### src/hdl/cpu16_defines.svh
`ifndef CPU16_DEFINES_SVH
`define CPU16_DEFINES_SVH

// ==========================================================================
// datapath widths.
// ==========================================================================
`define CPU16_DW 16 // data, address and pc.
`define CPU16_RW 4  // register file address.
`define CPU16_FW 3  // alu flags.

// flag bit positions.
`define CPU16_FLAG_Z 0
`define CPU16_FLAG_C 1
`define CPU16_FLAG_N 2

// ==========================================================================
// data memory.
// ==========================================================================
`define CPU16_DMEM_WORDS 256 // word addressed, low address bits only.

`endif

### src/hdl/cpu16_isa_pkg.sv
package cpu16_isa_pkg;

  // alu operations. shifts act on operand a by one bit.
  typedef enum logic [2:0] {
    ALU_ADD   = 3'd0,
    ALU_SUB   = 3'd1,
    ALU_AND   = 3'd2,
    ALU_OR    = 3'd3,
    ALU_XOR   = 3'd4,
    ALU_SHL   = 3'd5,
    ALU_SHR   = 3'd6,
    ALU_PASSB = 3'd7
  } alu_op_e;

  // branch conditions, tested on the flags of the branch's own alu op.
  typedef enum logic [1:0] {
    BR_EQ     = 2'd0, // zero set.
    BR_NE     = 2'd1, // zero clear.
    BR_LT     = 2'd2, // negative set.
    BR_ALWAYS = 2'd3
  } branch_cond_e;

endpackage

### src/hdl/cpu16_pipe_pkg.sv
package cpu16_pipe_pkg;

  // source of the register file write data at writeback.
  typedef enum logic [1:0] {
    WB_ALU  = 2'd0,
    WB_MEM  = 2'd1,
    WB_LINK = 2'd2 // pc_added, for jal.
  } wb_src_e;

endpackage

### src/hdl/cpu16_backend.sv
`include "cpu16_defines.svh"

module cpu16_backend (
  input  logic                        clk,
  input  logic                        reset,
  input  cpu16_isa_pkg::alu_op_e      alu_op,
  input  logic [`CPU16_DW-1:0]        rdata1,
  input  logic [`CPU16_DW-1:0]        rdata2,
  input  logic [`CPU16_DW-1:0]        extended,
  input  logic                        use_imm,
  input  logic [`CPU16_DW-1:0]        pc_added,
  input  logic [`CPU16_RW-1:0]        rf_waddr,
  input  logic                        rf_wen,
  input  logic                        dmem_wen,
  input  logic                        mem2reg,
  input  logic                        branch,
  input  cpu16_isa_pkg::branch_cond_e branch_cond,
  input  logic                        jal,
  output logic                        rf_wen_wb,
  output logic [`CPU16_RW-1:0]        rf_waddr_wb,
  output logic [`CPU16_DW-1:0]        wb_data,
  output logic                        branch_taken,
  output logic [`CPU16_DW-1:0]        redirect_target
);

  // execute stage.
  logic [`CPU16_DW-1:0] aluout;
  logic [`CPU16_FW-1:0] flag;
  logic [`CPU16_DW-1:0] branch_target;

  // ex/mem stage.
  logic [`CPU16_DW-1:0]        aluout_exmem;
  logic [`CPU16_FW-1:0]        flag_exmem;
  logic [`CPU16_DW-1:0]        rdata2_exmem;
  logic [`CPU16_DW-1:0]        branch_target_exmem;
  logic [`CPU16_DW-1:0]        pc_added_exmem;
  logic [`CPU16_RW-1:0]        rf_waddr_exmem;
  logic                        rf_wen_exmem;
  logic                        dmem_wen_exmem;
  logic                        mem2reg_exmem;
  logic                        branch_exmem;
  cpu16_isa_pkg::branch_cond_e branch_cond_exmem;
  logic                        jal_exmem;
  logic [`CPU16_DW-1:0]        mem_rdata;

  exec_alu u_exec_alu (
    .alu_op        (alu_op),
    .rdata1        (rdata1),
    .rdata2        (rdata2),
    .extended      (extended),
    .pc_added      (pc_added),
    .use_imm       (use_imm),
    .aluout        (aluout),
    .flag          (flag),
    .branch_target (branch_target)
  );

  ex_mem_reg u_ex_mem_reg (
    .clk                 (clk),
    .reset               (reset),
    .squash              (branch_taken), // kills the op behind a taken branch.
    .aluout              (aluout),
    .flag                (flag),
    .rdata2              (rdata2),
    .branch_target       (branch_target),
    .pc_added            (pc_added),
    .rf_waddr            (rf_waddr),
    .rf_wen              (rf_wen),
    .dmem_wen            (dmem_wen),
    .mem2reg             (mem2reg),
    .branch              (branch),
    .branch_cond         (branch_cond),
    .jal                 (jal),
    .aluout_exmem        (aluout_exmem),
    .flag_exmem          (flag_exmem),
    .rdata2_exmem        (rdata2_exmem),
    .branch_target_exmem (branch_target_exmem),
    .pc_added_exmem      (pc_added_exmem),
    .rf_waddr_exmem      (rf_waddr_exmem),
    .rf_wen_exmem        (rf_wen_exmem),
    .dmem_wen_exmem      (dmem_wen_exmem),
    .mem2reg_exmem       (mem2reg_exmem),
    .branch_exmem        (branch_exmem),
    .branch_cond_exmem   (branch_cond_exmem),
    .jal_exmem           (jal_exmem)
  );

  mem_stage u_mem_stage (
    .clk                 (clk),
    .aluout_exmem        (aluout_exmem),
    .rdata2_exmem        (rdata2_exmem),
    .branch_target_exmem (branch_target_exmem),
    .flag_exmem          (flag_exmem),
    .dmem_wen_exmem      (dmem_wen_exmem),
    .branch_exmem        (branch_exmem),
    .jal_exmem           (jal_exmem),
    .branch_cond_exmem   (branch_cond_exmem),
    .mem_rdata           (mem_rdata),
    .branch_taken        (branch_taken),
    .redirect_target     (redirect_target)
  );

  mem_wb_reg u_mem_wb_reg (
    .clk            (clk),
    .reset          (reset),
    .aluout_exmem   (aluout_exmem),
    .mem_rdata      (mem_rdata),
    .pc_added_exmem (pc_added_exmem),
    .rf_waddr_exmem (rf_waddr_exmem),
    .rf_wen_exmem   (rf_wen_exmem),
    .mem2reg_exmem  (mem2reg_exmem),
    .jal_exmem      (jal_exmem),
    .rf_wen_wb      (rf_wen_wb),
    .rf_waddr_wb    (rf_waddr_wb),
    .wb_data        (wb_data)
  );

endmodule

### src/hdl/ex_mem_reg.sv
`include "cpu16_defines.svh"

module ex_mem_reg (
  input  logic                        clk,
  input  logic                        reset,
  input  logic                        squash,
  input  logic [`CPU16_DW-1:0]        aluout,
  input  logic [`CPU16_FW-1:0]        flag,
  input  logic [`CPU16_DW-1:0]        rdata2,
  input  logic [`CPU16_DW-1:0]        branch_target,
  input  logic [`CPU16_DW-1:0]        pc_added,
  input  logic [`CPU16_RW-1:0]        rf_waddr,
  input  logic                        rf_wen,
  input  logic                        dmem_wen,
  input  logic                        mem2reg,
  input  logic                        branch,
  input  cpu16_isa_pkg::branch_cond_e branch_cond,
  input  logic                        jal,
  output logic [`CPU16_DW-1:0]        aluout_exmem,
  output logic [`CPU16_FW-1:0]        flag_exmem,
  output logic [`CPU16_DW-1:0]        rdata2_exmem,
  output logic [`CPU16_DW-1:0]        branch_target_exmem,
  output logic [`CPU16_DW-1:0]        pc_added_exmem,
  output logic [`CPU16_RW-1:0]        rf_waddr_exmem,
  output logic                        rf_wen_exmem,
  output logic                        dmem_wen_exmem,
  output logic                        mem2reg_exmem,
  output logic                        branch_exmem,
  output cpu16_isa_pkg::branch_cond_e branch_cond_exmem,
  output logic                        jal_exmem
);

  // control bits. a taken branch in mem kills the op now in execute.
  always_ff @(posedge clk)
  begin
    if (reset || squash)
    begin
      rf_wen_exmem   <= 1'b0;
      dmem_wen_exmem <= 1'b0;
      branch_exmem   <= 1'b0;
      jal_exmem      <= 1'b0;
    end
    else
    begin
      rf_wen_exmem   <= rf_wen;
      dmem_wen_exmem <= dmem_wen;
      branch_exmem   <= branch;
      jal_exmem      <= jal;
    end
  end

  // payload, loaded every cycle.
  always_ff @(posedge clk)
  begin
    aluout_exmem        <= aluout;
    flag_exmem          <= flag;
    rdata2_exmem        <= rdata2; // store data.
    branch_target_exmem <= branch_target;
    pc_added_exmem      <= pc_added;
    rf_waddr_exmem      <= rf_waddr;
    mem2reg_exmem       <= mem2reg;
    branch_cond_exmem   <= branch_cond;
  end

endmodule

### src/hdl/exec_alu.sv
`include "cpu16_defines.svh"

module exec_alu (
  input  cpu16_isa_pkg::alu_op_e alu_op,
  input  logic [`CPU16_DW-1:0]   rdata1,
  input  logic [`CPU16_DW-1:0]   rdata2,
  input  logic [`CPU16_DW-1:0]   extended,
  input  logic [`CPU16_DW-1:0]   pc_added,
  input  logic                   use_imm,
  output logic [`CPU16_DW-1:0]   aluout,
  output logic [`CPU16_FW-1:0]   flag,
  output logic [`CPU16_DW-1:0]   branch_target
);

  logic [`CPU16_DW-1:0] op_b;
  logic [`CPU16_DW:0]   sum_add;
  logic [`CPU16_DW:0]   sum_sub;
  logic [`CPU16_DW-1:0] result;
  logic                 carry;

  assign op_b = use_imm ? extended : rdata2;

  // sub is a + ~b + 1, so the top bit is the no-borrow.
  assign sum_add = {1'b0, rdata1} + {1'b0, op_b};
  assign sum_sub = {1'b0, rdata1} + {1'b0, ~op_b} + {{`CPU16_DW{1'b0}}, 1'b1};

  // ==========================================================================
  // result and carry.
  // ==========================================================================
  always_comb
  begin
    carry = 1'b0;
    case (alu_op)
      cpu16_isa_pkg::ALU_ADD:
      begin
        result = sum_add[`CPU16_DW-1:0];
        carry  = sum_add[`CPU16_DW];
      end
      cpu16_isa_pkg::ALU_SUB:
      begin
        result = sum_sub[`CPU16_DW-1:0];
        carry  = sum_sub[`CPU16_DW];
      end
      cpu16_isa_pkg::ALU_AND:   result = rdata1 & op_b;
      cpu16_isa_pkg::ALU_OR:    result = rdata1 | op_b;
      cpu16_isa_pkg::ALU_XOR:   result = rdata1 ^ op_b;
      cpu16_isa_pkg::ALU_SHL:   result = {rdata1[`CPU16_DW-2:0], 1'b0};
      cpu16_isa_pkg::ALU_SHR:   result = {1'b0, rdata1[`CPU16_DW-1:1]};
      cpu16_isa_pkg::ALU_PASSB: result = op_b;
      default:                  result = op_b;
    endcase
  end

  assign aluout = result;

  assign flag[`CPU16_FLAG_Z] = (result == '0);
  assign flag[`CPU16_FLAG_C] = carry;
  assign flag[`CPU16_FLAG_N] = result[`CPU16_DW-1];

  // branch and jal share the same target adder.
  assign branch_target = pc_added + extended;

endmodule

### src/hdl/mem_stage.sv
`include "cpu16_defines.svh"

module mem_stage (
  input  logic                        clk,
  input  logic [`CPU16_DW-1:0]        aluout_exmem,
  input  logic [`CPU16_DW-1:0]        rdata2_exmem,
  input  logic [`CPU16_DW-1:0]        branch_target_exmem,
  input  logic [`CPU16_FW-1:0]        flag_exmem,
  input  logic                        dmem_wen_exmem,
  input  logic                        branch_exmem,
  input  logic                        jal_exmem,
  input  cpu16_isa_pkg::branch_cond_e branch_cond_exmem,
  output logic [`CPU16_DW-1:0]        mem_rdata,
  output logic                        branch_taken,
  output logic [`CPU16_DW-1:0]        redirect_target
);

  localparam int AW = $clog2(`CPU16_DMEM_WORDS);

  logic [`CPU16_DW-1:0] dmem [`CPU16_DMEM_WORDS];
  logic [AW-1:0]        addr;
  logic                 cond_ok;

  assign addr = aluout_exmem[AW-1:0]; // upper address bits ignored.

  // ==========================================================================
  // data memory.
  // ==========================================================================
  always_ff @(posedge clk)
  begin
    if (dmem_wen_exmem)
    begin
      dmem[addr] <= rdata2_exmem;
    end
  end

  assign mem_rdata = dmem[addr]; // read is combinational.

  // ==========================================================================
  // branch resolution.
  // ==========================================================================
  always_comb
  begin
    case (branch_cond_exmem)
      cpu16_isa_pkg::BR_EQ: cond_ok = flag_exmem[`CPU16_FLAG_Z];
      cpu16_isa_pkg::BR_NE: cond_ok = !flag_exmem[`CPU16_FLAG_Z];
      cpu16_isa_pkg::BR_LT: cond_ok = flag_exmem[`CPU16_FLAG_N];
      default:              cond_ok = 1'b1;
    endcase
  end

  assign branch_taken    = (branch_exmem && cond_ok) || jal_exmem;
  assign redirect_target = branch_target_exmem;

endmodule

### src/hdl/mem_wb_reg.sv
`include "cpu16_defines.svh"

module mem_wb_reg (
  input  logic                 clk,
  input  logic                 reset,
  input  logic [`CPU16_DW-1:0] aluout_exmem,
  input  logic [`CPU16_DW-1:0] mem_rdata,
  input  logic [`CPU16_DW-1:0] pc_added_exmem,
  input  logic [`CPU16_RW-1:0] rf_waddr_exmem,
  input  logic                 rf_wen_exmem,
  input  logic                 mem2reg_exmem,
  input  logic                 jal_exmem,
  output logic                 rf_wen_wb,
  output logic [`CPU16_RW-1:0] rf_waddr_wb,
  output logic [`CPU16_DW-1:0] wb_data
);

  cpu16_pipe_pkg::wb_src_e wb_src;
  logic [`CPU16_DW-1:0]    aluout_wb;
  logic [`CPU16_DW-1:0]    rdata_wb;
  logic [`CPU16_DW-1:0]    link_wb;

  always_ff @(posedge clk)
  begin
    if (reset)
      rf_wen_wb <= 1'b0;
    else
      rf_wen_wb <= rf_wen_exmem;
  end

  always_ff @(posedge clk)
  begin
    rf_waddr_wb <= rf_waddr_exmem;
    aluout_wb   <= aluout_exmem;
    rdata_wb    <= mem_rdata;
    link_wb     <= pc_added_exmem;
    if (jal_exmem)
      wb_src <= cpu16_pipe_pkg::WB_LINK; // link wins over a load.
    else if (mem2reg_exmem)
      wb_src <= cpu16_pipe_pkg::WB_MEM;
    else
      wb_src <= cpu16_pipe_pkg::WB_ALU;
  end

  always_comb
  begin
    case (wb_src)
      cpu16_pipe_pkg::WB_MEM:  wb_data = rdata_wb;
      cpu16_pipe_pkg::WB_LINK: wb_data = link_wb;
      default:                 wb_data = aluout_wb;
    endcase
  end

endmodule

### config.mk
export PLATFORM = sky130hd
export DESIGN_NAME = cpu16_backend
export DESIGN_NICKNAME = d
export VERILOG_FILES = /design/src/hdl/cpu16_isa_pkg.sv /design/src/hdl/cpu16_pipe_pkg.sv /design/src/hdl/cpu16_backend.sv /design/src/hdl/ex_mem_reg.sv /design/src/hdl/exec_alu.sv /design/src/hdl/mem_stage.sv /design/src/hdl/mem_wb_reg.sv
export VERILOG_INCLUDE_DIRS = /design/src /design/src/hdl
export SDC_FILE = /design/constraint.sdc
export NUM_CORES = 2
export LEC_CHECK = 0
export BUFFER_PORTS_ARGS = -buffer_cell sky130_fd_sc_hd__buf_4
export CORE_ASPECT_RATIO = 1.2
export CORE_UTILIZATION = 45
export CTS_CLUSTER_DIAMETER = 120
export CTS_CLUSTER_SIZE = 40
export DETAILED_ROUTE_END_ITERATION = 7
export MAX_ROUTING_LAYER = met4
export SETUP_SLACK_MARGIN = 0.3
export SLEW_MARGIN = 0
export SYNTH_ARGS = -nofsm -noshare
export SYNTH_HDL_FRONTEND = slang
export SYNTH_SLANG_ARGS = --single-unit
### constraint.sdc
create_clock -name clk -period 10.6 [get_ports clk]
set_input_delay 1.06 -clock clk [delete_from_list [all_inputs] [get_ports clk]]
set_output_delay 1.06 -clock clk [all_outputs]
set_load 0.02 [all_outputs]
==> key figures <==
Critical path
  • CP top delay family: multiplexers
  • Worst r2r path cells: 8
  • Crit-path cells: buf_4 -> buf_4 -> mux4_2 -> mux4_2 -> mux2i_1 -> nor2_1 -> nor4_1 -> o21ai_0
  • CP max stage delay: 0.85 ns
  • R2r endpoint: u_mem_wb_reg.rdata_wb[4]
  • Crit Path Category: reg2reg
  • CP Launch Type: flop
  • Critical path's slowest cell: dfxtp_4
  • Crit. End Element: flop
  • WP data arrival: 5.92 ns
  • WP buf/inv: 2
  • Crit path launch: u_ex_mem_reg.aluout_exmem[0]
  • Worst path required time: 11.36 ns
  • Reg2reg start: u_ex_mem_reg.aluout_exmem[0]
  • Worst-path fanout max: 37
  • Flop2flop setup slack: 5.45 ns

Drt
  • 1st-iter DRT viols: 10400
  • Vias per cell: 6.22
  • Vias: 74200
  • WL per Instance: 34.4 microns
  • Remaining antenna violation count: 0
  • # DRC: 0
  • Initial DRT Pass Iterations: 6
  • Total Routed Length: 411 mm

Place
  • DP Area: 0.171 sq mm
  • # port buffers: 118
  • DP Cell Count: 11700
  • Setup WS pre-CTS: 5.06 ns
  • Placer congestion estimate: 0.881
  • Detailed Place HPWL: 245 mm

Timing
  • FMAX: 194 MHz
  • RSZ-0062 raised after global routing: false
  • Final slew viol count: 0
  • Max-slew headroom: 8.56%
  • Final hold viol count: 0
  • Tmin final: 5.15 ns
  • Max Clock Skew: 0.0922 ns
  • Worst-Margin Slew: 1.37 ns
  • Final WS setup: 5.45 ns
  • Period utilization: 48.6%
  • Post-route setup TNS: 0 ns
  • # setup viols final: 0

Synthesis
  • Synthesized Nets: 7177
  • Ys Warns: 0
  • Most frequent cell after synthesis: edfxtp_1
  • Top cells by count, synth: 4096 x edfxtp_1, 1301 x mux4_2, 303 x nor2_1, 179 x clkbuf_1, 149 x buf_2
  • Synth area leader: edfxtp_1
  • Seq cells post-synth: 4227
  • Ys async rst share: 0%
  • Post-synth EDFFs: 4096
  • Top post-synthesis cells by area: edfxtp_1 75%, mux4_2 18%, dfxtp_1 1.6%, nor2_1 0.70%, ha_1 0.57%
  • Mean Syn Cell Area: 23.3 sq um
  • Area fraction of the dominant cell type after synthesis: 75.3%
  • Mapped Area: 0.163 sq mm
  • Seq/Total Area, Yosys: 76.9%
  • Most used DFF post-synth: edfxtp_1
  • Mapped Cells: 7018
  • Synth unique cells: 80

Cells and area
  • Area Overhead vs Synth: 6.80%
  • Design area: 0.175 sq mm
  • Fin cells: 11900
  • Final net count: 7243
  • Share of cells above drive strength 1: 28.8%

Clock network
  • Setup Fix Bufs, Post-CTS: 0
  • Resize count post-CTS: 0
  • CTS Sinks: 4227
  • Clk slew on worst S/H paths: 0.15 ns
  • Clk_lat worst skew: 0.92 ns
  • H-tree level count: 3
  • Cts bufs inserted: 115
  • Cts hold-fix bufs: 0
  • CTS root buf: clkbuf_16
  • CTS tree: built
  • Maximum buffer depth of the clock tree: 3

Pwr
  • Comb pwr share: 14.0%
  • Switching share of power: 25.0%
  • Clk pwr share: 23.0%
  • IR Drop Worst-Case VDD: 0.160 mV
  • LEAKAGE: 52.2 nW
  • Power per cell area: 170 mW/mm^2
  • Switching power: 7.39 mW
  • Cell Int Power: 22.2 mW
  • Sequential Power Share: 63.0%

GRT
  • First-pass GRT wire length: 581 mm
  • GRT Total Usage: 23.0%
  • Vias in the first global route: 73800
  • Largest net degree at the start of global routing: 205
  • Initial antenna violation count: 20
  • Gr ovfl total: 0

Floorplan
  • Die X: 552 microns
  • Starting Density: 45.2%
  • Core Region: 0.362 sq mm
  • Ports: 119
  • Die Y: 662 microns
  • Rows: 242
  • Die footprint: 0.366 sq mm

Flow run
  • Max-cap violation count: 0

Worst hold path
  • Worst min path class: in2reg
  • Hold Path Cell Cnt: 1
  • WHS Endpoint: u_ex_mem_reg.mem2reg_exmem
  • Worst Min Path Start: mem2reg

Outcome
  • Run status: finished, final reports clean
kinds of logic after synthesis:
group | after synthesis | share of synthesized area (%)
adders and majority gates | 78 | 0.611
AOI/OAI and AO/OA | 273 | 1.17
muxes | 1368 | 18.4
DFF | 4227 | 76.9
and+or+nand+nor | 584 | 1.60
xor gates and xnor gates | 30 | 0.161
buffers and inverters | 458 | 1.22
cell type report:
class	count	area, sq um
diodes	10	25.0
clock buffers	181	3140
clock inverters	11	154
fillers	28700	187000
inverters	69	259
multi-input cells	2333	36500
flip-flops and latches	4227	126000
well taps	4758	5950
repair buffers	338	2810
flip-flops by register name, summed over array words and instances (netlist names), 16 cells and up:
signal and cells:
u_mem_stage.dmem 4096, u_ex_mem_reg.aluout_exmem 16, u_ex_mem_reg.branch_target_exmem 16, u_ex_mem_reg.pc_added_exmem 16, u_ex_mem_reg.rdata2_exmem 16, u_mem_wb_reg.aluout_wb 16
u_mem_wb_reg.link_wb 16, u_mem_wb_reg.rdata_wb 16
power by group through the flow:
stage               logic [mW]  registers (mW)  clock network (mW)
floorplan                 2.49            19.0                   0
global placement          4.16            19.0                   0
detailed placement        4.18            19.0                   0
CTS                       4.19            18.6                6.91
global route              4.31            18.7                7.37
finish                    4.15            18.6                6.80
layout by cell type, fill, tap and decap left out, types with 18 or more instances in the layout:
cell	n
clkbuf_16	115
inv_1	67
nor2_2	215
ha_1	75
mux2i_1	50
nor3_1	18
a22oi_1	38
dfxtp_1	109
edfxtp_1	4096
nor2_1	86
mux4_2	1301
dfxtp_4	22
o21ai_0	48
nand3_1	59
xnor2_1	22
buf_4	316
a21oi_1	44
nand2_1	78
nor2b_1	26
buf_12	22
clkbuf_1	65
metrics by stage:
step / util, % / hold WS, ns / power (mW)
finish: 48.2 / 0.248 / 29.6
global route: 48.2 / 0.195 / 30.3
CTS: 48.2 / 0.183 / 29.7
detailed placement: 47.3 / 0.312 / 23.2
global placement: 47.3 / 0.310 / 23.2
floorplan: - / 0.310 / 21.5
per-layer routing:
metal	track usage (%)	vias to the layer above	routed length (microns)	share of wire, %
met4	5.67	0	11500	2.8
met3	3.02	360	29000	7.1
met5	-	-	0	0
li1	-	29700	-	-
met2	37.0	2964	203000	49
met1	31.6	41200	167000	41
worst max path at each step:
stage	end	slack [ns]	depth (start not counted)
finish	u_mem_wb_reg.rdata_wb[4]	5.45	8
CTS	u_mem_wb_reg.rdata_wb[4]	5.51	8
global route	u_mem_wb_reg.rdata_wb[4]	5.28	8
global placement	u_ex_mem_reg.flag_exmem[0]	5.00	13
floorplan	u_ex_mem_reg.flag_exmem[0]	6.01	14
detailed placement	u_ex_mem_reg.flag_exmem[0]	5.06	13
Power figures use the tool's default switching activity.
